<file path="src/design/puzzle_pkg.sv">
package puzzle_pkg;

    // pixel colour, 4 bits each of red, green, blue from the top
    localparam int COLOR_BITS = 12;
    typedef logic [COLOR_BITS-1:0] color_t;

    localparam int COORD_BITS = 7;      // display x and y

    localparam int DISPLAY_WIDTH  = 64;
    localparam int DISPLAY_HEIGHT = 48;
    localparam int PICTURE_WIDTH  = 32;
    localparam int PICTURE_HEIGHT = 32;

    // puzzle grid
    localparam int TILE_SIZE  = 8;
    localparam int GRID_DIM   = PICTURE_WIDTH / TILE_SIZE;
    localparam int TILE_COUNT = GRID_DIM * GRID_DIM;

    // picture is centred in the display area
    localparam int X_GAP = (DISPLAY_WIDTH - PICTURE_WIDTH) / 2;
    localparam int Y_GAP = (DISPLAY_HEIGHT - PICTURE_HEIGHT) / 2;

    localparam int BORDER_SIZE = 2;

    localparam int PICTURE_PIXELS = PICTURE_WIDTH * PICTURE_HEIGHT;
    localparam int ADDR_BITS      = $clog2(PICTURE_PIXELS);  // row-major pixel address

    typedef logic [$clog2(TILE_COUNT)-1:0] tile_idx_t;

    localparam color_t BACKGROUND_COLOR = 12'h777;  // light gray
    localparam color_t BORDER_COLOR     = 12'h222;  // dark gray

endpackage

</file>
<file path="src/design/pixel_write_if.sv">
`timescale 1ns/1ps

// four-phase pixel write from the packer into the picture RAM
interface pixel_write_if;
    import puzzle_pkg::*;

    logic                 req;   // held until ack is seen
    logic                 ack;   // follows req
    logic [ADDR_BITS-1:0] addr;
    color_t               data;

    modport master (
        output req,
        output addr,
        output data,
        input  ack
    );

    modport slave (
        input  req,
        input  addr,
        input  data,
        output ack
    );

endinterface

</file>
<file path="src/design/pixel_packer.sv">
`timescale 1ns/1ps

module pixel_packer (
    input  logic          clk,
    input  logic          rst_n,
    input  logic          byte_req,
    input  logic [7:0]    byte_data,
    output logic          byte_ack,
    pixel_write_if.master wr
);
    import puzzle_pkg::*;

    // position of the next byte inside a three-byte group
    typedef enum logic [1:0] {
        PH_RG,  // red and green of p0
        PH_BR,  // blue of p0, red of p1
        PH_GB   // green and blue of p1
    } phase_t;

    phase_t     phase;
    logic [7:0] rg_hold;    // first byte, waits for its blue nibble
    logic [3:0] nib_hold;   // red nibble of the second pixel
    logic       wr_busy;
    logic       take_byte;

    // a write counts as busy until the RAM has dropped ack again
    assign wr_busy   = wr.req | wr.ack;
    assign take_byte = byte_req & ~byte_ack & ~wr_busy;

    always_ff @(posedge clk or negedge rst_n) begin
        if (!rst_n) begin
            phase    <= PH_RG;
            byte_ack <= 1'b0;
            wr.req   <= 1'b0;
            wr.addr  <= '0;
        end else begin
            if (take_byte)
                byte_ack <= 1'b1;
            else if (byte_ack && !byte_req)
                byte_ack <= 1'b0;   // source has let go

            if (take_byte) begin
                case (phase)
                    PH_RG: phase <= PH_BR;
                    PH_BR: begin
                        wr.req <= 1'b1;  // p0 complete
                        phase  <= PH_GB;
                    end
                    PH_GB: begin
                        wr.req <= 1'b1;  // p1 complete
                        phase  <= PH_RG;
                    end
                    default: phase <= PH_RG;
                endcase
            end else if (wr.req && wr.ack) begin
                wr.req <= 1'b0;
                // step to the next pixel, wrapping at the end of the picture
                if (wr.addr == ADDR_BITS'(PICTURE_PIXELS - 1))
                    wr.addr <= '0;
                else
                    wr.addr <= wr.addr + 1'b1;
            end
        end
    end

    // byte payload, only sampled when a byte is taken
    always_ff @(posedge clk) begin
        if (take_byte) begin
            case (phase)
                PH_RG: rg_hold <= byte_data;
                PH_BR: begin
                    wr.data  <= {rg_hold, byte_data[7:4]};
                    nib_hold <= byte_data[3:0];
                end
                default: wr.data <= {nib_hold, byte_data};
            endcase
        end
    end

    // the RAM may sample the write at any cycle until it answers
    a_write_stable: assert property (
        @(posedge clk) disable iff (!rst_n)
        (wr.req && !wr.ack) |=> ($stable(wr.addr) && $stable(wr.data))
    ) else $error("pixel write changed before ack, addr %h data %h", wr.addr, wr.data);

endmodule

</file>
<file path="src/flat_wrapper.sv">
// flat-port wrapper written by rule: the top's interface ports become plain ports
module pixel_packer_flat import puzzle_pkg::*;
  (clk, rst_n, byte_req, byte_data, byte_ack, wr_req, wr_addr, wr_data, wr_ack);
  pixel_write_if wr_i ();
  input  logic clk;
  input  logic rst_n;
  input  logic byte_req;
  input  logic [7:0] byte_data;
  output logic byte_ack;
  output wire logic [$bits(wr_i.req)-1:0] wr_req;
  output wire logic [$bits(wr_i.addr)-1:0] wr_addr;
  output wire logic [$bits(wr_i.data)-1:0] wr_data;
  input wire logic [$bits(wr_i.ack)-1:0] wr_ack;
  assign wr_req = wr_i.req;
  assign wr_addr = wr_i.addr;
  assign wr_data = wr_i.data;
  assign wr_i.ack = wr_ack;
  pixel_packer u_core (.clk(clk), .rst_n(rst_n), .byte_req(byte_req), .byte_data(byte_data), .byte_ack(byte_ack), .wr(wr_i));
endmodule
</file>
<file path="config.mk">
export PLATFORM = sky130hd
export DESIGN_NAME = pixel_packer_flat
export DESIGN_NICKNAME = d
export VERILOG_FILES = /design/src/design/puzzle_pkg.sv /design/src/design/pixel_write_if.sv /design/src/design/pixel_packer.sv /design/src/flat_wrapper.sv
export SDC_FILE = /design/constraint.sdc
export NUM_CORES = 1
export LEC_CHECK = 0
export ABC_AREA = 1
export BUFFER_PORTS_ARGS = -buffer_cell sky130_fd_sc_hd__buf_2
export CAP_MARGIN = 5
export CORE_ASPECT_RATIO = 0.8
export CORE_MARGIN = 5
export CORE_UTILIZATION = 57
export DETAILED_ROUTE_END_ITERATION = 8
export GPL_ROUTABILITY_DRIVEN = 0
export PLACE_DENSITY = 0.82
export SKIP_CTS_REPAIR_TIMING = 1
export SLEW_MARGIN = 20
export SYNTH_ARGS = -nofsm -noshare
export SYNTH_HDL_FRONTEND = slang
export SYNTH_SLANG_ARGS = --single-unit
export TNS_END_PERCENT = 5
</file>
<file path="constraint.sdc">
create_clock -name clk -period 4.55 [get_ports clk]
set_input_delay 0.2275 -clock clk [delete_from_list [all_inputs] [get_ports clk]]
set_output_delay 0.2275 -clock clk [all_outputs]
set_load 0.02 [all_outputs]
</file>
# Word-level counts from Yosys, hierarchy flattened
# Cells that the tools add are included.
[word_totals] register_bits=38 latch_bits=0 ramBits=0 rom_bits=0 inputBits=12 out_inout_bits=24 wordCells=39 n_memories=0
[classes] n_addsub=1 n_mul=0 n_div=0 order_cmp=0 eq_ne=4 shifts=0 muxes=8 bitwise_logic=7 n_reduce_logical=12
[op_table] cell="$pmux 12 s2" count=1
[op_table] cell="$add 10x1->10 const B" count=1
[op_table] cell="$eq 10x10->1 const B" count=1
[op_table] cell="$mux 10" count=1
[op_table] cell="$reduce_and 2->1" count=5
[op_table] cell="$mux 1" count=5
[op_table] cell="$not 1->1" count=4
[op_table] cell="$pmux 2 s2" count=1
[op_table] cell="$reduce_bool 2->1" count=2
[op_table] cell="$and 1x1->1" count=2
[op_table] cell="$eq 2x1->1 const B" count=1
[op_table] cell="$eq 2x2->1 const B" count=1
[op_table] cell="$logic_and 1x1->1" count=2
[op_table] cell="$logic_not 2->1" count=1
[op_table] cell="$ne 2x2->1 const B" count=1
[op_table] cell="$reduce_or 2->1" count=1
[op_table] cell="$logic_not 1->1" count=1
[op_table] cell="$or 1x1->1" count=1

# Depth between registers and ports, before layout
# Gate-level depths: netlist of the first run.
[logic_depth] ltp_word=5 ltp_mapped=8 ltp_nobuf=8

# Worst setup path after synthesis of the first run
# No wires, ideal clock.
[synth_timing] kind="register to register" startpoint="register u_core.byte_ack" endpoint="register u_core.wr.data[0], enable pin" arrival_ns=1.357 required_ns=4.168 slack_ns=2.812 stages_incl_launch_ff=4 path_cell_list="dfrtp_1 > nor2_1 > nand3_1 > nor2_1"
[synth_via] elab_chain_len=4
[synth_rtl] element="from (decl)" line="pixel_packer.sv:8" text="output logic byte_ack,"
[synth_rtl] element="from (signal assigned)" line="pixel_packer.sv:33" text="byte_ack <= 1'b0;"
[synth_rtl] element="from (signal assigned)" line="pixel_packer.sv:38" text="byte_ack <= 1'b1;"
[synth_rtl] element="from (signal assigned)" line="pixel_packer.sv:40" text="byte_ack <= 1'b0;"
[synth_rtl] element="$not 1->1" line="pixel_packer.sv:28" text="assign take_byte = byte_req & ~byte_ack & ~wr_busy;"
[synth_rtl] element="$and 1x1->1 (2 in a row)" line="pixel_packer.sv:28"
[synth_rtl] element="$reduce_and 2->1 (no source line)"
[synth_rtl] element="to (signal assigned)" line="pixel_packer.sv:72" text="wr.data <= {rg_hold, byte_data[7:4]};"
[synth_rtl] element="to (signal assigned)" line="pixel_packer.sv:75" text="default: wr.data <= {nib_hold, byte_data};"
[synth_rtl] element="to (decl)" line="pixel_write_if.sv:15" text="output data,"
# No other way between the ends.
# A chain may end at the register's enable or synchronous reset.

# Worst setup path in the final report of the first run
[layout_timing] startpoint="register u_core.byte_ack" endpoint="register u_core.wr.data[6], enable pin"
# The elaborated chain is that of the path after synthesis.

==> summary.md, run 1 <==
| Metric | Value |
|---|---|
| Status | `completed` |
| Clk_lat worst skew | `0.34 ns` |
| Cell Rows | `17` |
| Max Clock Freq | `0.513 GHz` |
| CORE AREA | `2740 µm²` |
| CTS tree | `yes` |
| Final period utilization | `42.8%` |
| FF-to-FF path depth | `3` |
| Period minus WS final | `1.95 ns` |
| Final setup violating endpoints | `0` |
| Fin worst setup slack | `2.60 ns` |
| Netlist cell types | `19` |
| Crit path kind | `reg -> reg` |
| TritonCTS Sinks | `38` |
| Dpl ws | `2.59 ns` |
| Final nets | `216` |
| Die area | `4030 µm²` |
| DR pass1 iterations | `4` |
| Min-delay worst type | `in -> reg` |
| Pleak | `0.000946 µW` |
| CTS Buffer Depth | `2` |
| Final TNS setup | `0 ns` |
| Setup crit start kind | `flip-flop` |
| Commonest non-fill, non-tap cell in the layout | `nand2_1` |
| Top cells by area, synth | `edfxtp_1 44%, dfrtp_1 22%, nand2_1 13%` |
| Clk_skew | `0.0116 ns` |
| Synthesized area per cell | `10.2 µm²` |
| Overall Global Routing Usage | `15.8%` |
| Mapped Cells | `160` |
| Max-cap violations | `0` |
| Crit-path max FO | `13` |
| DRC Markers | `0` |
| Hold Path Depth | `1` |
| Final instance area | `1900 µm²` |
| Worst-Margin Slew | `1.03 ns` |
| DPL Wire Length | `2.29 mm` |
| Largest net degree at the start of global routing | `15` |
| Vias in the first global route | `1125` |
| GR Overflow Total | `0` |
| H-tree lvl count | `2` |
| Clock transition at path regs | `0.12 ns` |
| Routed len/inst | `12.5 µm` |
| Vias per cell | `5.01` |
| Net Count, Synth | `175` |
| Worst setup EP type | `flip-flop` |
| Via count | `1203` |
| Synthesized area | `1630 µm²` |
| Post-synth top area cell | `edfxtp_1` |
| Crit path DAT | `1.91 ns` |
| Port bufs | `35` |
| Starting DRC count in detailed routing | `108` |
| Initial antenna violation count | `0` |
| Yosys reg bits | `38` |
| Die Y | `57.8 µm` |
| Area growth syn-to-layout | `17.0%` |
| Register area share after synthesis | `65.9%` |
| Antenna viol nets, final | `0` |
| Peak supply drop | `0.329 mV` |
| Total CTS buffers | `5` |
| Root Driver | `clkbuf_4` |
| Initial Utilization | `59.2%` |
| Global-route wire length before repair | `4.99 mm` |
| Placement Cell Area | `1840 µm²` |
| Filler cells | `206` |
| CP required | `4.51 ns` |
| Most frequent cells in the layout | `55 x nand2_1, 35 x buf_2, 24 x edfxtp_1, 19 x inv_1, 16 x nor2_1` |
| Share of post-route cells with drive strength above 1 | `24.3%` |
| Ant. Diodes | `0` |
| Normalized max-slew margin | `31.1%` |
| Final Hold Viols | `0` |
| Warnings, synthesis | `0` |
| Final slew viol count | `0` |
| Die Span X | `69.7 µm` |
| Top-area cell type share of the netlist area | `44.3%` |
| Power Density | `515 nW/µm²` |
| Top-Level Pins | `36` |
| RSZ-0062 raised after global routing | `false` |
| Post-Route WL | `2.99 mm` |
==> worst paths after layout <==
| path | from | endpoint | slack [ns] |
|---|---|---|---|
| max | u_core.byte_ack | u_core.wr.data[6] | 2.60 |
| min in group asynchronous | rst_n | u_core.wr.addr[6] | 0.32 |
| min | byte_data[4] | u_core.rg_hold[4] | 0.09 |
| max reg2reg | u_core.byte_ack | u_core.wr.data[6] | 2.60 |
| max in group asynchronous | rst_n | u_core.phase[0] | 3.99 |
| min reg2reg | u_core.rg_hold[1] | u_core.wr.data[5] | 0.53 |
==> stage by stage <==
stage / instances / util (%) / total power, µW / hold WS (ns)
3_5_place_dp: 231 / 67.0 / 824 / 0.143
4_1_cts: 239 / 68.9 / 985 / -0.224
5_1_grt: 240 / 69.3 / 1050 / 0.0754
6_report: 240 / 69.3 / 980 / 0.0907
3_3_place_gp: 231 / 67.0 / 803 / 0.130
2_1_floorplan: 160 / - / 725 / -0.0681
==> flip-flops by register name (all words and copies together), names as in the netlist <==
signal           count
u_core.wr.data      12
u_core.wr.addr      10
u_core.rg_hold       8
u_core.nib_hold      4
u_core.phase         2
u_core.byte_ack      1
u_core.wr.req        1
==> final cells by class <==
type / count / area (µm²) / area share, %
clock buffers: 5 / 37.5 / 1.97
multi-input cells: 100 / 467 / 24.5
clock inverters: 3 / 16.3 / 0.855
inverters: 20 / 77.6 / 4.08
flip-flops and latches: 38 / 1070 / 56.3
repair buffers: 36 / 185 / 9.74
well taps: 38 / 47.5 / 2.50
==> per-layer routing <==
metal / track usage (%) / wire (µm) / up-vias / share of wire, %
li1: - / - / 593 / -
met1: 18.2 / 1310 / 559 / 44
met2: 28.0 / 1420 / 42 / 47
met3: 5.03 / 215 / 9 / 7.2
met4: 5.74 / 42 / 0 / 1.4
met5: 0 / 0 / - / 0
==> cells in the mapped netlist (all sizes together) <==
library cell	count
xnor2	1
nand2	58
a21oi	2
o22ai	1
buf	2
inv	20
edfxtp	24
ha	3
a21o	1
nand3	11
dfrtp	14
nor2	18
xor2	2
o21ai	3
==> kinds of logic after synthesis <==
logic type,Yosys count,synth area share [%]
flip-flops,38,65.9
buffers and inverters,22,5.39
AND/OR/NAND/NOR,87,22.3
AO/OA/AOI/OAI,7,2.46
adder cells (fa/ha/maj),3,2.31
XOR/XNOR,3,1.62
==> worst max-delay path: stages, from the launching register on <==
cell and delay (ns):
dfrtp_1 0.41, nor2_1 0.10, nand3_1 0.21, nor2_1 0.85
==> where the power goes <==
| part | switching (µW) | internal (µW) | total (µW) |
|---|---|---|---|
| registers | 39.4 | 452 | 491 |
| clock network | 106 | 57.5 | 164 |
| logic | 226 | 98.9 | 325 |
(Power assumes the default switching activity.)
==> run 2: changes to the inputs <==
Settings changed: CORE_UTILIZATION 57 to 53, PLACE_DENSITY 0.82 to 0.77.
Clock period 4.55 ns to 1.8 ns, I/O delays scaled along.
==> run 2 against run 1 <==
  * Combinational power grew to 2.7 times the previous value
  * Global-route usage is 0.36 points higher
  * Critical path depth up 1
  * Register-to-register slack worse by 2.3 ns
  * Sequential share of layout area shrank 4.1 points
  * Cell count grew 5.0%
  * Clock skew decreased by 0.0069 ns
==> summary.md, run 2 (same netlist as run 1, synthesis figures left out) <==
| Metric | Value |
|---|---|
| Via count | `1213 (+0.83%)` |
| Crit-path max FO | `10 (-3)` |
| Max-cap violations | `0 (unchanged)` |
| Clk_skew | `0.00463 ns (-0.00695 ns)` |
| Crit path kind | `reg -> reg` |
| Starting DRC count in detailed routing | `89 (-18%)` |
| Ant. Diodes | `0 (unchanged)` |
| Commonest non-fill, non-tap cell in the layout | `nand2_1` |
| Final TNS setup | `0 ns (unchanged)` |
| Period minus WS final | `1.46 ns (-0.488 ns)` |
| Min-delay worst type | `in -> reg` |
| DPL Wire Length | `2.31 mm (+0.80%)` |
| GR Overflow Total | `0 (unchanged)` |
| Root Driver | `clkbuf_8` |
| Top-Level Pins | `36 (unchanged)` |
| Total CTS buffers | `5 (unchanged)` |
| Hold WS | `0.0108 ns (-0.0799 ns)` |
| Final period utilization | `81.1% (+38 points)` |
| CTS Buffer Depth | `2 (unchanged)` |
| H-tree lvl count | `2 (unchanged)` |
| Global-route wire length before repair | `5.10 mm (+2.2%)` |
| Cell Rows | `18 (+1)` |
| Power Density | `1390 nW/µm² (+170%)` |
| Dpl ws | `0.356 ns (-2.23 ns)` |
| Area growth syn-to-layout | `26.3%` |
| Largest net degree at the start of global routing | `15 (unchanged)` |
| Top reg by flops | `u_core.wr.data` |
| Die Y | `59.5 µm (+3.1%)` |
| Routed len/inst | `12.7 µm (+1.9%)` |
| Vias in the first global route | `1156 (+2.8%)` |
| Overall Power | `2840 µW (+190%)` |
| Setup crit start kind | `flip-flop` |
| Placed insts | `238 (+3.0%)` |
| Initial Utilization | `53.9% (-5.4 points)` |
| Final setup violating endpoints | `0 (unchanged)` |
| Final nets | `226 (+4.6%)` |
| Post-Route WL | `3.20 mm (+7.0%)` |
| Clock transition at path regs | `0.07 ns (-0.05 ns)` |
| Final Hold Viols | `0 (unchanged)` |
| Fin worst setup slack | `0.340 ns (-2.26 ns)` |
| Clk_lat worst skew | `0.29 ns (-0.05 ns)` |
| Worst-Margin Slew | `0.347 ns (-0.683 ns)` |
| Crit path DAT | `1.46 ns (-0.45 ns)` |
| Vias per cell | `4.81 (-4.0%)` |
| Max Clock Freq | `0.685 GHz (+33%)` |
| RSZ-0062 raised after global routing | `false` |
| Share of post-route cells with drive strength above 1 | `25.9% (+1.7 points)` |
| Max reg flops | `12 (unchanged)` |
| CTS tree | `yes` |
| Peak supply drop | `0.814 mV (+150%)` |
| CORE AREA | `3020 µm² (+10%)` |
| Normalized max-slew margin | `76.8% (+46 points)` |
| Non-filler cells in the finished layout | `252 (+5.0%)` |
| DR pass1 iterations | `4 (unchanged)` |
| Die area | `4280 µm² (+6.3%)` |
| Initial antenna violation count | `0 (unchanged)` |
| Die Span X | `71.9 µm (+3.2%)` |
| Pleak | `0.00101 µW (+7.1%)` |
| TritonCTS Sinks | `38 (unchanged)` |
| Regs by FF count | `u_core.wr.data (12), u_core.wr.addr (10), u_core.rg_hold (8)` |
| Most frequent cells in the layout | `55 x nand2_1, 35 x buf_2, 24 x edfxtp_1, 19 x inv_1, 16 x nor2_1` |
| DRC Markers | `0 (unchanged)` |
| Worst setup EP type | `flip-flop` |
| CP required | `1.80 ns (-2.71 ns)` |
| Status | `completed` |
| Final slew viol count | `0 (unchanged)` |
| Port bufs | `35 (unchanged)` |
| Overall Global Routing Usage | `16.1% (+0.36 points)` |
| Antenna viol nets, final | `0 (unchanged)` |
==> run 2: worst max-delay path, stage by stage (launching register included) <==
cell	delay, ns
dfrtp_1	0.37
inv_1	0.06
ha_1	0.20
nor2_1	0.28
buf_4	0.25
==> run 2: per-stage QoR <==
| step | cell area (µm²) | util, % |
|---|---|---|
| 2_1_floorplan | 1630 | - |
| 3_3_place_gp | 1880 | 62.2 |
| 3_5_place_dp | 1880 | 62.2 |
| 4_1_cts | 1990 | 66.0 |
| 5_1_grt | 2050 | 68.0 |
| 6_report | 2050 | 68.0 |
==> run 2: where the power goes <==
| part | switching, µW | leakage [µW] | internal, µW |
|---|---|---|---|
| Clock | 307 | 0.0000504 | 412 |
| Combinational | 582 | 0.000579 | 301 |
| Sequential | 99.9 | 0.000384 | 1140 |
| Total | 989 | 0.00101 | 1850 |
==> run 2: per-layer routing <==
metal | GRT usage (%) | routed length [µm] | part of all wire [%] | vias up
li1 | - | - | - | 611
met1 | 18.5 | 1300 | 41 | 570
met2 | 27.5 | 1690 | 53 | 27
met3 | 5.08 | 153 | 4.8 | 5
met4 | 8.04 | 52 | 1.6 | 0
met5 | 0 | 0 | 0 | -
==> run 2: cell type report <==
cell class	count	area, µm²
clock inverters	3	45.0
clock buffers	5	68.8
fillers	242	966
flip-flops and latches	38	1070
repair buffers	46	273
inverters	20	77.6
multi-input cells	100	467
well taps	40	50.0
==> run 2: path summary, 6_finish.rpt <==
path                                  from                end  slack, ns  depth (start not counted)
max                        u_core.phase[0]  u_core.wr.data[1]       0.34                          4
min                           byte_data[4]  u_core.rg_hold[4]       0.01                          1
max reg2reg                u_core.phase[0]  u_core.wr.data[1]       0.34                          4
min reg2reg                u_core.phase[1]    u_core.phase[1]       0.50                          2
max in group asynchronous            rst_n    u_core.phase[1]       1.32                          2
min in group asynchronous            rst_n  u_core.wr.addr[6]       0.23                          2
