### src/design/puzzle_pkg.sv
package puzzle_pkg;

    // pixel colour, 4 bits each of red, green, blue from the top
    localparam int COLOR_BITS = 12;
    typedef logic [COLOR_BITS-1:0] color_t;

    localparam int COORD_BITS = 7;      // display x and y

    localparam int DISPLAY_WIDTH  = 64;
    localparam int DISPLAY_HEIGHT = 48;
    localparam int PICTURE_WIDTH  = 32;
    localparam int PICTURE_HEIGHT = 32;

    // puzzle grid
    localparam int TILE_SIZE  = 8;
    localparam int GRID_DIM   = PICTURE_WIDTH / TILE_SIZE;
    localparam int TILE_COUNT = GRID_DIM * GRID_DIM;

    // picture is centred in the display area
    localparam int X_GAP = (DISPLAY_WIDTH - PICTURE_WIDTH) / 2;
    localparam int Y_GAP = (DISPLAY_HEIGHT - PICTURE_HEIGHT) / 2;

    localparam int BORDER_SIZE = 2;

    localparam int PICTURE_PIXELS = PICTURE_WIDTH * PICTURE_HEIGHT;
    localparam int ADDR_BITS      = $clog2(PICTURE_PIXELS);  // row-major pixel address

    typedef logic [$clog2(TILE_COUNT)-1:0] tile_idx_t;

    localparam color_t BACKGROUND_COLOR = 12'h777;  // light gray
    localparam color_t BORDER_COLOR     = 12'h222;  // dark gray

endpackage

### src/design/tile_renderer.sv
`timescale 1ns/1ps

module tile_renderer (
    input  logic                                clk,
    input  logic                                rst_n,
    input  logic                                display_en,
    input  logic [puzzle_pkg::COORD_BITS-1:0]   x,
    input  logic [puzzle_pkg::COORD_BITS-1:0]   y,
    input  logic [puzzle_pkg::TILE_COUNT*$bits(puzzle_pkg::tile_idx_t)-1:0] tile_order,
    input  puzzle_pkg::tile_idx_t               blank_tile,
    input  puzzle_pkg::color_t                  rd_data,
    output logic [puzzle_pkg::ADDR_BITS-1:0]    rd_addr,
    output puzzle_pkg::color_t                  vga
);
    import puzzle_pkg::*;

    typedef enum logic [2:0] {
        CLS_OFF,        // display disabled
        CLS_BACKGROUND,
        CLS_BORDER,
        CLS_PICTURE,
        CLS_BLANK       // the empty tile slot
    } pixel_class_t;

    logic                  in_picture;
    logic                  in_frame;
    logic [COORD_BITS-1:0] lx;          // picture-local coordinates
    logic [COORD_BITS-1:0] ly;
    logic [COORD_BITS-1:0] pic_row;     // source pixel inside the RAM picture
    logic [COORD_BITS-1:0] pic_col;
    logic [ADDR_BITS:0]    addr_full;
    tile_idx_t             slot;
    tile_idx_t             src_tile;
    pixel_class_t          cls_d;
    pixel_class_t          cls_q;

    // region tests on the raw display position
    assign in_picture = (x >= COORD_BITS'(X_GAP)) && (x < COORD_BITS'(X_GAP + PICTURE_WIDTH))
                     && (y >= COORD_BITS'(Y_GAP)) && (y < COORD_BITS'(Y_GAP + PICTURE_HEIGHT));

    assign in_frame = (x >= COORD_BITS'(X_GAP - BORDER_SIZE))
                   && (x < COORD_BITS'(X_GAP + PICTURE_WIDTH + BORDER_SIZE))
                   && (y >= COORD_BITS'(Y_GAP - BORDER_SIZE))
                   && (y < COORD_BITS'(Y_GAP + PICTURE_HEIGHT + BORDER_SIZE));

    assign lx = x - COORD_BITS'(X_GAP);
    assign ly = y - COORD_BITS'(Y_GAP);

    // screen slot, then the tile the order map places there
    assign slot     = tile_idx_t'((ly / TILE_SIZE) * GRID_DIM + lx / TILE_SIZE);
    assign src_tile = tile_order[slot * $bits(tile_idx_t) +: $bits(tile_idx_t)];

    assign pic_row = COORD_BITS'((src_tile / GRID_DIM) * TILE_SIZE + ly % TILE_SIZE);
    assign pic_col = COORD_BITS'((src_tile % GRID_DIM) * TILE_SIZE + lx % TILE_SIZE);

    // row-major, the RAM reads this while the class is registered
    assign addr_full = (ADDR_BITS + 1)'(pic_row * PICTURE_WIDTH + pic_col);
    assign rd_addr   = addr_full[ADDR_BITS-1:0];

    always_comb begin
        if (!display_en)
            cls_d = CLS_OFF;
        else if (in_picture)
            cls_d = (src_tile == blank_tile) ? CLS_BLANK : CLS_PICTURE;
        else if (in_frame)
            cls_d = CLS_BORDER;
        else
            cls_d = CLS_BACKGROUND;
    end

    // stage one holds the class, stage two the colour
    always_ff @(posedge clk or negedge rst_n) begin
        if (!rst_n) begin
            cls_q <= CLS_OFF;
            vga   <= '0;
        end else begin
            cls_q <= cls_d;
            case (cls_q)
                CLS_PICTURE:    vga <= rd_data;   // ram data lines up with cls_q
                CLS_BORDER:     vga <= BORDER_COLOR;
                CLS_BACKGROUND: vga <= BACKGROUND_COLOR;
                default:        vga <= '0;        // disabled or blank tile
            endcase
        end
    end

    // the tile mapping must never point past the stored picture
    a_addr_range: assert property (
        @(posedge clk) disable iff (!rst_n)
        (display_en && in_picture) |-> (addr_full < (ADDR_BITS + 1)'(PICTURE_PIXELS))
    ) else $error("rd_addr out of range, %h", addr_full);

endmodule

### config.mk
export PLATFORM = sky130hd
export DESIGN_NAME = tile_renderer
export DESIGN_NICKNAME = d
export VERILOG_FILES = /design/src/design/puzzle_pkg.sv /design/src/design/tile_renderer.sv
export SDC_FILE = /design/constraint.sdc
export NUM_CORES = 1
export LEC_CHECK = 0
export BUFFER_PORTS_ARGS = -buffer_cell sky130_fd_sc_hd__buf_4
export CORE_MARGIN = 4
export CORE_UTILIZATION = 34
export CTS_CLUSTER_SIZE = 24
export DETAILED_ROUTE_END_ITERATION = 6
export PLACE_DENSITY = 0.76
export SYNTH_ARGS = -nofsm -noshare
export SYNTH_HDL_FRONTEND = slang
export SYNTH_SLANG_ARGS = --single-unit
### constraint.sdc
create_clock -name clk -period 2.7 [get_ports clk]
set_clock_uncertainty 0.05 [all_clocks]
set_input_delay 0.405 -clock clk [delete_from_list [all_inputs] [get_ports clk]]
set_output_delay 0.405 -clock clk [all_outputs]
set_load 0.005 [all_outputs]
* After elaboration in Yosys (flattened, before gate mapping)
Index checks and enable logic that the tools add are counted.
** Word-level totals
- Register bits after elaboration :: 15
- Input bits :: 97
- Output and inout bits :: 22
** Operators by class
- Add/sub/neg operators :: 6
- Order comparisons :: 8
- Equality and inequality tests :: 4
- Shift-type cells :: 1
- Muxes and demuxes :: 5
- Reduce and logical (&&, ||, !) cells :: 6
** Operators by type and width (count)
- variable part select 64 x 7 -> 4 bit :: 1
- case mux 12 bit (3 select lines) :: 1
- less-than comparator 7 x 6 -> 1 bit, second input constant :: 4
- greater-or-equal comparator 7 x 4 -> 1 bit, second input constant :: 2
- adder 10 x 6 -> 10 bit :: 1
- two-way mux 3 bit :: 3
- greater-or-equal comparator 7 x 3 -> 1 bit, second input constant :: 1
- greater-or-equal comparator 7 x 5 -> 1 bit, second input constant :: 1
- subtractor 7 x 5 -> 7 bit, second input constant :: 1
- adder 5 x 3 -> 6 bit :: 1
- == test 3 x 2 -> 1 bit, second input constant :: 2
- logical AND 1 bit :: 6
- adder 5 x 3 -> 5 bit :: 1
- subtractor 5 x 4 -> 5 bit, second input constant :: 1
- adder 4 bit :: 1
- == test 4 bit :: 1
- == test 3 x 1 -> 1 bit, second input constant :: 1
- two-way mux 2 bit :: 1

* Depth between registers and ports, before layout
Gate-level depths: netlist of the first run.
- Word-level depth :: 7
- Depth in mapped cells :: 11
- Gate-level depth less buffers :: 10

* Least setup slack after synthesis of the first run
Ideal clock, no wire load.
- Kind :: in2reg
- From :: input port x[4] (netlist name)
- To :: register cls_q[2]
- Setup time :: 0.067 ns
- Data arrival time :: 2.880 ns
- Required time :: 2.583 ns
- Setup slack :: -0.296 ns
- Stages on the path :: 11
- Cell sequence :: buf_2 inv_1 ha_1 inv_1 ha_1 clkbuf_1 mux4_2 mux4_2 xor2_1 nor3_2 and3_1
** Between the ends
- Longest elaborated chain between the ends :: 7
- Elaborated cells on any way between the ends :: 12
- Classes of those cells :: 2 x add/sub; 2 x order compare; 1 x eq/ne; 1 x shift; 3 x mux; 3 x reduce/logical
** RTL lines
- start, declared :: line tile_renderer.sv:7 : input logic [puzzle_pkg::COORD_BITS-1:0] x,
- subtractor 7 x 5 -> 7 bit :: line tile_renderer.sv:46 : assign lx = x - COORD_BITS'(X_GAP);
- adder 4 bit :: line tile_renderer.sv:50 : assign slot = tile_idx_t'((ly / TILE_SIZE) * GRID_DIM + lx / TILE_SIZE);
- variable part select 64 x 7 -> 4 bit :: line tile_renderer.sv:51 : assign src_tile = tile_order[slot * $bits(tile_idx_t) +: $bits(tile_idx_t)];
- == test 4 bit :: line tile_renderer.sv:64 : cls_d = (src_tile == blank_tile) ? CLS_BLANK : CLS_PICTURE;
- two-way mux 3 bit :: line tile_renderer.sv:64
- two-way mux 3 bit * :: line tile_renderer.sv:63 : else if (in_picture)
- two-way mux 3 bit * :: line tile_renderer.sv:61 : if (!display_en)
- via cls_d[2] :: line tile_renderer.sv:34 : pixel_class_t cls_d;
- end signal, assigned :: line tile_renderer.sv:77 : cls_q <= cls_d;
- end, declared :: line tile_renderer.sv:35 : pixel_class_t cls_q;
Mark *: on every way through the listed nets, which the timed path passes. The rest lies on a longest branch.

* Worst setup path after layout of the first run
- From :: input port x[5] (netlist name)
- To :: output port rd_addr[3] (netlist name)
** Between the ends
- Longest elaborated chain between the ends :: 5
** RTL lines
- subtractor 7 x 5 -> 7 bit :: line tile_renderer.sv:46
- adder 4 bit :: line tile_renderer.sv:50
- variable part select 64 x 7 -> 4 bit :: line tile_renderer.sv:51
- adder 5 x 3 -> 6 bit :: line tile_renderer.sv:54 : assign pic_col = COORD_BITS'((src_tile % GRID_DIM) * TILE_SIZE + lx % TILE_SIZE);
- adder 10 x 6 -> 10 bit :: line tile_renderer.sv:57 : assign addr_full = (ADDR_BITS + 1)'(pic_row * PICTURE_WIDTH + pic_col);
- end, declared :: line tile_renderer.sv:12 : output logic [puzzle_pkg::ADDR_BITS-1:0] rd_addr,
No other way between the ends.

==> impl_metrics.tcl, run 1 <==
set metrics [dict create \
    peakVddDrop_mv 0.1360 \
    synth_top_family_by_area "multiplexers" \
    rows 22 \
    tightest_slew_ns 0.3607 \
    drive_above_1_share_pct 62.72 \
    final_cells 276 \
    first_iter_violations 21 \
    holdWs_ns 0.3272 \
    avgSynthCellArea_um2 12.26 \
    setup_viol 0 \
    die_x_um 71.28 \
    fin_crit_sh_pct 95.08 \
    final_hold_viol_count 0 \
    r2r_cells 3 \
    leakagePower_nw 1.189 \
    clk_pin_slew_ns 0.05 \
    power_density_mw_per_mm2 343.7 \
    clock_latency_ns 0.24 \
    grt_use_met1_pct 16.98 \
    global_route.usage.met3_pct 6.171 \
    final_nets 332 \
    dr.pass1.iters 4 \
    start_util_pct 36.10 \
    clockBufferDepth 2 \
    crit_arrival_ns 2.11 \
    comb_power_share_pct 47.1 \
    dp_cells 271 \
    holdPathStages 2 \
    fp.dieH_um 71.28 \
    min_period_ns 2.567 \
    timing.max_cap.violations 0 \
    required_ns 2.25 \
    drc_errors 0 \
    p_int_uw 588.7 \
    netSwitchingPower_uw 209.9 \
    post-dp-hpwl_um 3551 \
    slew_viol_final 0 \
    die_area_mm2 0.005080 \
    final_cell_mix "buf_4 (123), dfrtp_1 (15), mux4_2 (13), inv_1 (11), a21oi_1 (9)" \
    cts_setup_buffers 0 \
    endpoint_kind "output pin" \
    rsz0062_at_grt "no" \
    pwr-share-clk_pct 22.1 \
    cts_tree "yes" \
    grt.total_usage_pct 15.87 \
    syn_nets 214 \
    synth-xor-area-share_pct 4.504 \
    routed_wirelength_um 3901 \
    n_fill_cell 312 \
    muxShareOfSynthArea_pct 35.02 \
    grt_max_degree 19 \
    grt_pass1_vias 1486 \
    grt_overflow 0 \
    cts.sinks 15 \
    ant_nets 0 \
    synth_seq_cells 15 \
    max_slew_margin_pct 75.73 \
    antenna_found_initial 0 \
    cp-start-kind "input pin" \
    crit_type "in -> out" \
    ys_seq_area_share_pct 27.57 \
    synth_warnings 0 \
    wl_per_cell_um 14.13 \
    portBuffers 118 \
    synthToLayoutAreaGrowth_pct 70.68 \
    final_common_cell "buf_4" \
    globalRoute.busiestLayer "met2" \
    cts_root_buf "clkbuf_8" \
    synthSimpleGateAreaFrac_pct 8.456 \
    hp-class "in -> reg" \
    cts_buffers 3 \
    synth_compound_area_share_pct 9.099 \
    io_pins 119 \
    synth_cells 111 \
    core_area_mm2 0.003771 \
    synth.distinct_cells 30 \
    synthAdderAreaFrac_pct 5.515 \
    outcome "finished, final reports clean" \
    diodes 0 \
    drt-vias-per-instance 4.913 \
    swShare_pct 26.28 \
    fmax_mhz 389.5 \
    critPathMaxFanout 5 \
    htree_levels 1 \
    seqPwrFrac_pct 30.9 \
    synth_area_mm2 0.001361 \
    grt_pass1_wl_um 6472 \
    gp_congestion 0.6994 \
    grt.met2_usage_pct 28.78 \
    vias 1356 \
]
## power groups by stage
stage | clock network (mW) | registers, mW | logic [mW]
after floorplan | 0 | 0.251 | 0.184
after global placement | 0 | 0.251 | 0.372
after detailed placement | 0 | 0.251 | 0.377
after CTS | 0.183 | 0.247 | 0.380
after global routing | 0.193 | 0.248 | 0.415
final | 0.176 | 0.247 | 0.376
## sequential cells by signal (all words and copies together), names as in the netlist
| register | count |
|---|---|
| cls_q | 3 |
| vga | 12 |
## synth_stat cells
cell type,n,area (um^2)
nor2b_1,1,6.260
dfrtp_1,15,375.4
nor2_2,1,6.260
o21ai_0,3,15.01
xor2_1,5,43.79
clkbuf_1,2,7.510
and3_1,4,25.02
buf_4,6,45.04
xnor2_1,2,17.52
o21a_1,3,22.52
a21bo_1,1,10.01
mux4_1,7,183.9
a21oi_1,9,45.04
ha_1,6,75.07
nand2b_1,3,18.77
buf_2,1,5.000
buf_6,1,11.26
nand3b_1,1,7.510
nand3_1,1,5.000
nor3_1,1,5.000
a21boi_0,1,7.510
nor3_2,1,10.01
inv_1,12,45.04
mux4_2,13,292.8
nor2_1,3,11.26
a311oi_1,2,17.52
nor4_1,2,12.51
buf_12,1,20.02
a31oi_1,1,6.260
nand2_1,2,7.510
## timing repair
item                                    CTS  global route
gates resized for setup                   0             2
hold buffers                              1             0
endpoints found under the setup margin    0             3
endpoints found under the hold margin    15             0
## kinds of logic (layout without fill, tap and decap cells)
kind of cell	count (synthesis)	count (layout)
buffers and inverters	23	140
and+or+nand+nor	20	20
muxes	20	20
DFF	15	15
xor gates and xnor gates	7	7
AOI/OAI and AO/OA	20	20
adders and majority gates	6	6
## worst max-delay path, stage by stage
cell    delay (ns)
buf_4         0.09
inv_1         0.05
ha_1          0.26
inv_1         0.06
ha_4          0.29
mux4_2        0.29
mux4_2        0.52
buf_4         0.16
## path summary, 6_finish.rpt
path | to | startpoint | slack, ns
max in group asynchronous | vga[5] | rst_n | 1.93
hold / removal | vga[1] | rd_data[1] | 0.33
setup / recovery | rd_addr[3] | x[5] | 0.13
hold reg to reg | vga[1] | cls_q[2] | 0.53
setup reg to reg | vga[9] | cls_q[1] | 1.66
min in group asynchronous | cls_q[1] | rst_n | 0.50
## final cells by class
class	count	area [um^2]	share of cell area, %
tap	48	60.06	2.585
inverter	12	45.04	1.939
multi-input combinational	73	864.6	37.21
clock buffer	4	45.04	1.939
sequential	15	375.4	16.16
timing repair buffer	124	933.4	40.17
## layer usage
metal / routed length (um) / part of all wire [%]
met4: 40 / 1.0
met1: 1350 / 35
met3: 504 / 13
met5: 0 / 0
met2: 2005 / 51
## metrics by stage
stage	power, mW	cell area (um^2)	worst slack, ns	TNS [ns]	utilization, %
global route	0.8559	2323	0.02552	0	61.61
floorplan	0.4349	1386	0.003722	0	-
finish	0.7986	2323	0.1329	0	61.61
CTS	0.8097	2311	0.04528	0	61.28
global placement	0.6222	2256	0.01541	0	59.82
detailed placement	0.6279	2256	-0.06058	-0.1437	59.82
No activity file was read; power rests on OpenSTA's default activity.
==> inputs of run 2 (changes only) <==
Settings changed: SETUP_SLACK_MARGIN from default to 0.15.
==> impl_metrics.tcl, run 2 (synthesized netlist as in run 1, its figures left out) <==
set metrics [dict create \
    grt_overflow 0 \
    final_common_cell "buf_4" \
    rsz0062_at_grt "no" \
    final_hold_viol_count 0 \
    antenna_found_initial 0 \
    core_area_mm2 0.003771 \
    cts_root_buf "clkbuf_8" \
    die_x_um 71.28 \
    clk_pin_slew_ns 0.05 \
    r2r_cells 3 \
    gp_congestion 0.7388 \
    routed_wirelength_um 3972 \
    first_iter_violations 40 \
    cp-start-kind "input pin" \
    clockBufferDepth 2 \
    final_core_util_pct 62.41 \
    drc_errors 0 \
    fmax_mhz 401.8 \
    io_pins 119 \
    largest_register "vga" \
    fin_crit_sh_pct 92.19 \
    drive_above_1_share_pct 63.88 \
    setup_viol 0 \
    outcome "finished, final reports clean" \
    whs_endpoint "vga[5]" \
    power_density_mw_per_mm2 345.7 \
    die_area_mm2 0.005080 \
    rows 22 \
    post-dp-hpwl_um 3605 \
    setup_tns_ns 0 \
    peakVddDrop_mv 0.1331 \
    endpoint_kind "output pin" \
    holdPathStages 2 \
    hp-class "in -> reg" \
    netSwitchingPower_uw 212.4 \
    power_uw 813.5 \
    slew_viol_final 0 \
    cts_tree "yes" \
    leakagePower_nw 1.189 \
    final_cell_mix "buf_4 (118), dfrtp_1 (15), mux4_2 (13), inv_1 (9), a21oi_1 (9)" \
    start_util_pct 36.10 \
    grt_max_degree 19 \
    min_period_ns 2.489 \
    crit_type "in -> out" \
    timing.max_cap.violations 0 \
    diodes 0 \
    comb_power_share_pct 48.9 \
    max_slew_margin_pct 76.90 \
    pwr-share-clk_pct 20.8 \
    portBuffers 118 \
    fp.dieH_um 71.28 \
    reg2reg_from "cls_q[1]" \
    crit_arrival_ns 2.03 \
    r2r_end "vga[1]" \
    swShare_pct 26.11 \
    holdCritStartpoint "rd_data[5]" \
    p_int_uw 601.1 \
    largest_register_ffs 12 \
    clock_latency_ns 0.24 \
    htree_levels 1 \
    grt_pass1_vias 1424 \
    critPathMaxFanout 5 \
    tightest_slew_ns 0.3433 \
    grt_pass1_wl_um 6223 \
    cts.sinks 15 \
    seqPwrFrac_pct 30.3 \
    n_fill_cell 326 \
    grt.total_usage_pct 15.56 \
    final_nets 331 \
    drt-vias-per-instance 4.807 \
    reg_top3 "vga x12, cls_q x3" \
    cts_buffers 3 \
    synthToLayoutAreaGrowth_pct 72.89 \
    vias 1322 \
    required_ns 2.25 \
    wl_per_cell_um 14.44 \
    r2r_slack_ns 1.68 \
    dr.pass1.iters 3 \
    holdWs_ns 0.3328 \
    ant_nets 0 \
]
## run 2: cell type report
| class | count | area [um^2] | share of cell area, % |
|---|---|---|---|
| Timing Repair Buffer | 123 | 940.9 | 39.98 |
| Tap cell | 48 | 60.06 | 2.552 |
| Inverter | 12 | 55.05 | 2.339 |
| Clock buffer | 4 | 45.04 | 1.914 |
| Sequential cell | 15 | 375.4 | 15.95 |
| Multi-Input combinational cell | 73 | 877.1 | 37.27 |
## run 2: worst max-delay path, cell delays in order
cell    delay, ns
buf_6        0.10
inv_8        0.04
ha_4         0.24
inv_2        0.03
ha_4         0.28
mux4_2       0.28
mux4_2       0.52
buf_6        0.14
## run 2: per-layer routing
metal / GRT usage (%) / wire length (um) / vias up
met5: 0 / 0 / -
met4: 2.505 / 0 / 0
met3: 6.732 / 569 / 0
met2: 29.69 / 2121 / 81
met1: 15.78 / 1281 / 590
li1: - / - / 651
## run 2: power groups by stage
stage / clock [mW] / combinational [mW] / sequential, mW
2_1_floorplan: 0 / 0.190 / 0.251
3_3_place_gp: 0 / 0.380 / 0.251
3_5_place_dp: 0 / 0.387 / 0.251
4_1_cts: 0.176 / 0.395 / 0.246
5_1_grt: 0.186 / 0.433 / 0.248
6_report: 0.169 / 0.398 / 0.246
## run 2: worst max-delay path by stage
stage          startpoint    endpoint
2_1_floorplan        x[4]    cls_q[2]
3_3_place_gp         x[5]    cls_q[2]
3_5_place_dp         x[5]    cls_q[2]
4_1_cts              x[5]  rd_addr[3]
5_1_grt              x[4]  rd_addr[3]
6_report             x[4]  rd_addr[3]
## run 2: timing repair
item                                    CTS  global route
hold endpoints to repair                 15             0
gates resized for setup                   0             6
hold buffers                              1             0
pin swaps                                 0             3
endpoints found under the setup margin    1             4
setup buffers                             1             0
## run 2: stage by stage
stage | std cells | worst slack, ns | area [um^2]
final | 275 | 0.2109 | 2354
after global routing | 275 | 0.1493 | 2354
after CTS | 275 | 0.1609 | 2336
after detailed placement | 269 | 0.02270 | 2273
after global placement | 269 | 0.06753 | 2273
after floorplan | 111 | 0.05223 | 1419
==> inputs of run 3 (changes only) <==
Settings changed: ABC_AREA from default to 1, CORE_UTILIZATION 34 to 38, PLACE_DENSITY 0.76 to 0.77.
==> impl_metrics.tcl, run 3 <==
set metrics [dict create \
    outcome "finished, final reports clean" \
    synth_top_area_share_pct 21.34 \
    setup_slack_ns 0.2972 \
    synthToLayoutAreaGrowth_pct 50.28 \
    post-dp-hpwl_um 4456 \
    diodes 0 \
    final_cell_mix "buf_4 (121), nand2_1 (92), inv_1 (57), nand3_1 (50), nor2_1 (33)" \
    gp_congestion 0.9057 \
    ys_top_cells_by_count "nand2_1 (92), inv_1 (57), nand3_1 (50)" \
    crit_type "in -> out" \
    syn_nets 411 \
    slew_viol_final 0 \
    antenna_found_initial 0 \
    avgSynthCellArea_um2 5.712 \
    cp_common_cell "inv_1" \
    routed_wirelength_um 5128 \
    n_fill_cell 455 \
    grt.total_usage_pct 17.07 \
    synth_most_common_cell "nand2_1" \
    max_slew_margin_pct 75.99 \
    dr.pass1.iters 4 \
    htree_levels 1 \
    grt_pass1_vias 2078 \
    endpoint_kind "output pin" \
    grt_pass1_wl_um 8549 \
    synth_edf_count 0 \
    final_nets 521 \
    grt_overflow 0 \
    power_uw 845.6 \
    drc_errors 0 \
    synth_area_mm2 0.001759 \
    portBuffers 118 \
    drive_above_1_share_pct 32.37 \
    cts_buffers 3 \
    clock_latency_ns 0.24 \
    path_cells "buf_4 -> inv_1 -> ha_1 -> inv_1 -> ha_1 -> clkinv_1 -> nor2_1 -> nand3_1 -> nand3_1 -> nand2_1 -> inv_1 -> buf_4" \
    cts.sinks 15 \
    leakagePower_nw 1.593 \
    wl_per_cell_um 10.93 \
    ys_seq_area_share_pct 21.34 \
    slowest_delay_ns 0.29 \
    final_hold_viol_count 0 \
    clockBufferDepth 2 \
    drt-vias-per-instance 4.644 \
    reg_top3 "vga x12, cls_q x3" \
    min_period_ns 2.403 \
    critPathMaxFanout 9 \
    timing.max_cap.violations 0 \
    final_cells 469 \
    rsz0062_at_grt "no" \
    cp-start-kind "input pin" \
    crit_arrival_ns 1.95 \
    hp-class "in -> reg" \
    seq_area_um2 375.4 \
    ant_nets 0 \
    stdcell_area_mm2 0.002644 \
    multi_input_area_mm2 0.001008 \
    synth_largest_area_cell "dfrtp_1" \
    synth_warnings 0 \
    peakVddDrop_mv 0.1333 \
    setup_tns_ns 0 \
    cts_tree "yes" \
    final_common_cell "buf_4" \
    largest_register "vga" \
    fmax_mhz 416.2 \
    die_area_mm2 0.005782 \
    power_density_mw_per_mm2 319.8 \
    first_iter_violations 97 \
    placed_area_mm2 0.002586 \
    dp_cells 464 \
    synthFlopType "dfrtp_1" \
    synth_seq_cells 15 \
    io_pins 119 \
    rows 24 \
    clk_pin_slew_ns 0.05 \
    synth.distinct_cells 27 \
    grt_max_degree 27 \
    required_ns 2.25 \
    pre_cts_slack_ns 0.2212 \
    largest_register_ffs 12 \
    fp.dieH_um 76.04 \
    core_area_mm2 0.004414 \
    setup_viol 0 \
    synth_cells 308 \
    synth_area_leaders "dfrtp_1 (21%), nand2_1 (20%), nand3_1 (14%), inv_1 (12%), nor2_1 (7.3%)" \
    vias 2178 \
    start_util_pct 39.85 \
    die_x_um 76.04 \
    tightest_slew_ns 0.3591 \
    cts_root_buf "clkbuf_8" \
    cp_slowest_cell "ha_1" \
    fin_crit_sh_pct 88.99 \
    async_flop_share_pct 100.0 \
]
[run 3: cell count changes after synthesis, sizes merged, moves of 3 or more]
cell | previous run | this run
nand2b | 3 | 0
buf | 9 | 16
xor2 | 5 | 0
o21ai | 3 | 16
inv | 12 | 59
nor2 | 4 | 38
a21oi | 9 | 4
nand2 | 2 | 93
and3 | 4 | 1
nand3 | 1 | 50
mux4 | 20 | 0
[run 3: final cells by class]
cell class / count / share of cell area [%]
clock buffer: 4 / 1.704
inverter: 61 / 8.755
multi-input combinational: 215 / 38.14
sequential: 15 / 14.20
tap: 52 / 2.461
timing repair buffer: 122 / 34.74
[run 3: critical path, delay by kind of cell]
kind / cells / cell delay, ns
buf+inv: 6 / 0.56
fa+ha+maj: 2 / 0.55
simple gates: 4 / 0.43
[run 3: worst paths after layout]
kind	cells past startpoint	slack, ns	endpoint	start
worst max-delay path	12	0.30	rd_addr[9]	x[5]
worst min-delay path	3	0.33	vga[7]	rd_data[7]
worst max register to register	3	1.55	vga[10]	cls_q[2]
worst min register to register	2	0.57	vga[2]	cls_q[0]
max in group asynchronous	2	1.93	cls_q[0]	rst_n
min in group asynchronous	2	0.51	vga[1]	rst_n
[run 3: power breakdown]
| part | switching, mW | internal (mW) |
|---|---|---|
| sequential | 0.00545 | 0.242 |
| combinational | 0.207 | 0.218 |
| clock | 0.0689 | 0.104 |
| total | 0.281 | 0.564 |
[run 3: kinds of logic (layout without fill, tap and decap cells)]
family	count (synthesis)	after routing	synth area share, %
simple gates	187	187	46.09
flops	15	15	21.34
compound gates	21	21	6.330
buf+inv	78	187	21.48
xor+xnor	1	1	0.4980
fa+ha+maj	6	6	4.267
[run 3: what timing repair did]
action                                  4_1_cts  5_1_grt
endpoints found under the setup margin        0        4
resized for setup                             0        1
hold endpoints to repair                     15        0
setup buffers                                 0        0
hold buffers                                  1        0
[run 3: layer usage]
| metal | GRT usage, % | part of all wire (%) |
|---|---|---|
| met5 | 0 | 0 |
| met3 | 5.910 | 10 |
| met4 | 3.381 | 0.78 |
| met2 | 29.71 | 48 |
| met1 | 20.16 | 42 |
[run 3: metrics by stage]
stage / hold slack [ns] / util [%]
2_1_floorplan: 0.05941 / -
3_3_place_gp: 0.2123 / 58.59
3_5_place_dp: 0.2136 / 58.59
4_1_cts: 0.3276 / 59.84
5_1_grt: 0.3244 / 59.89
6_report: 0.3313 / 59.89
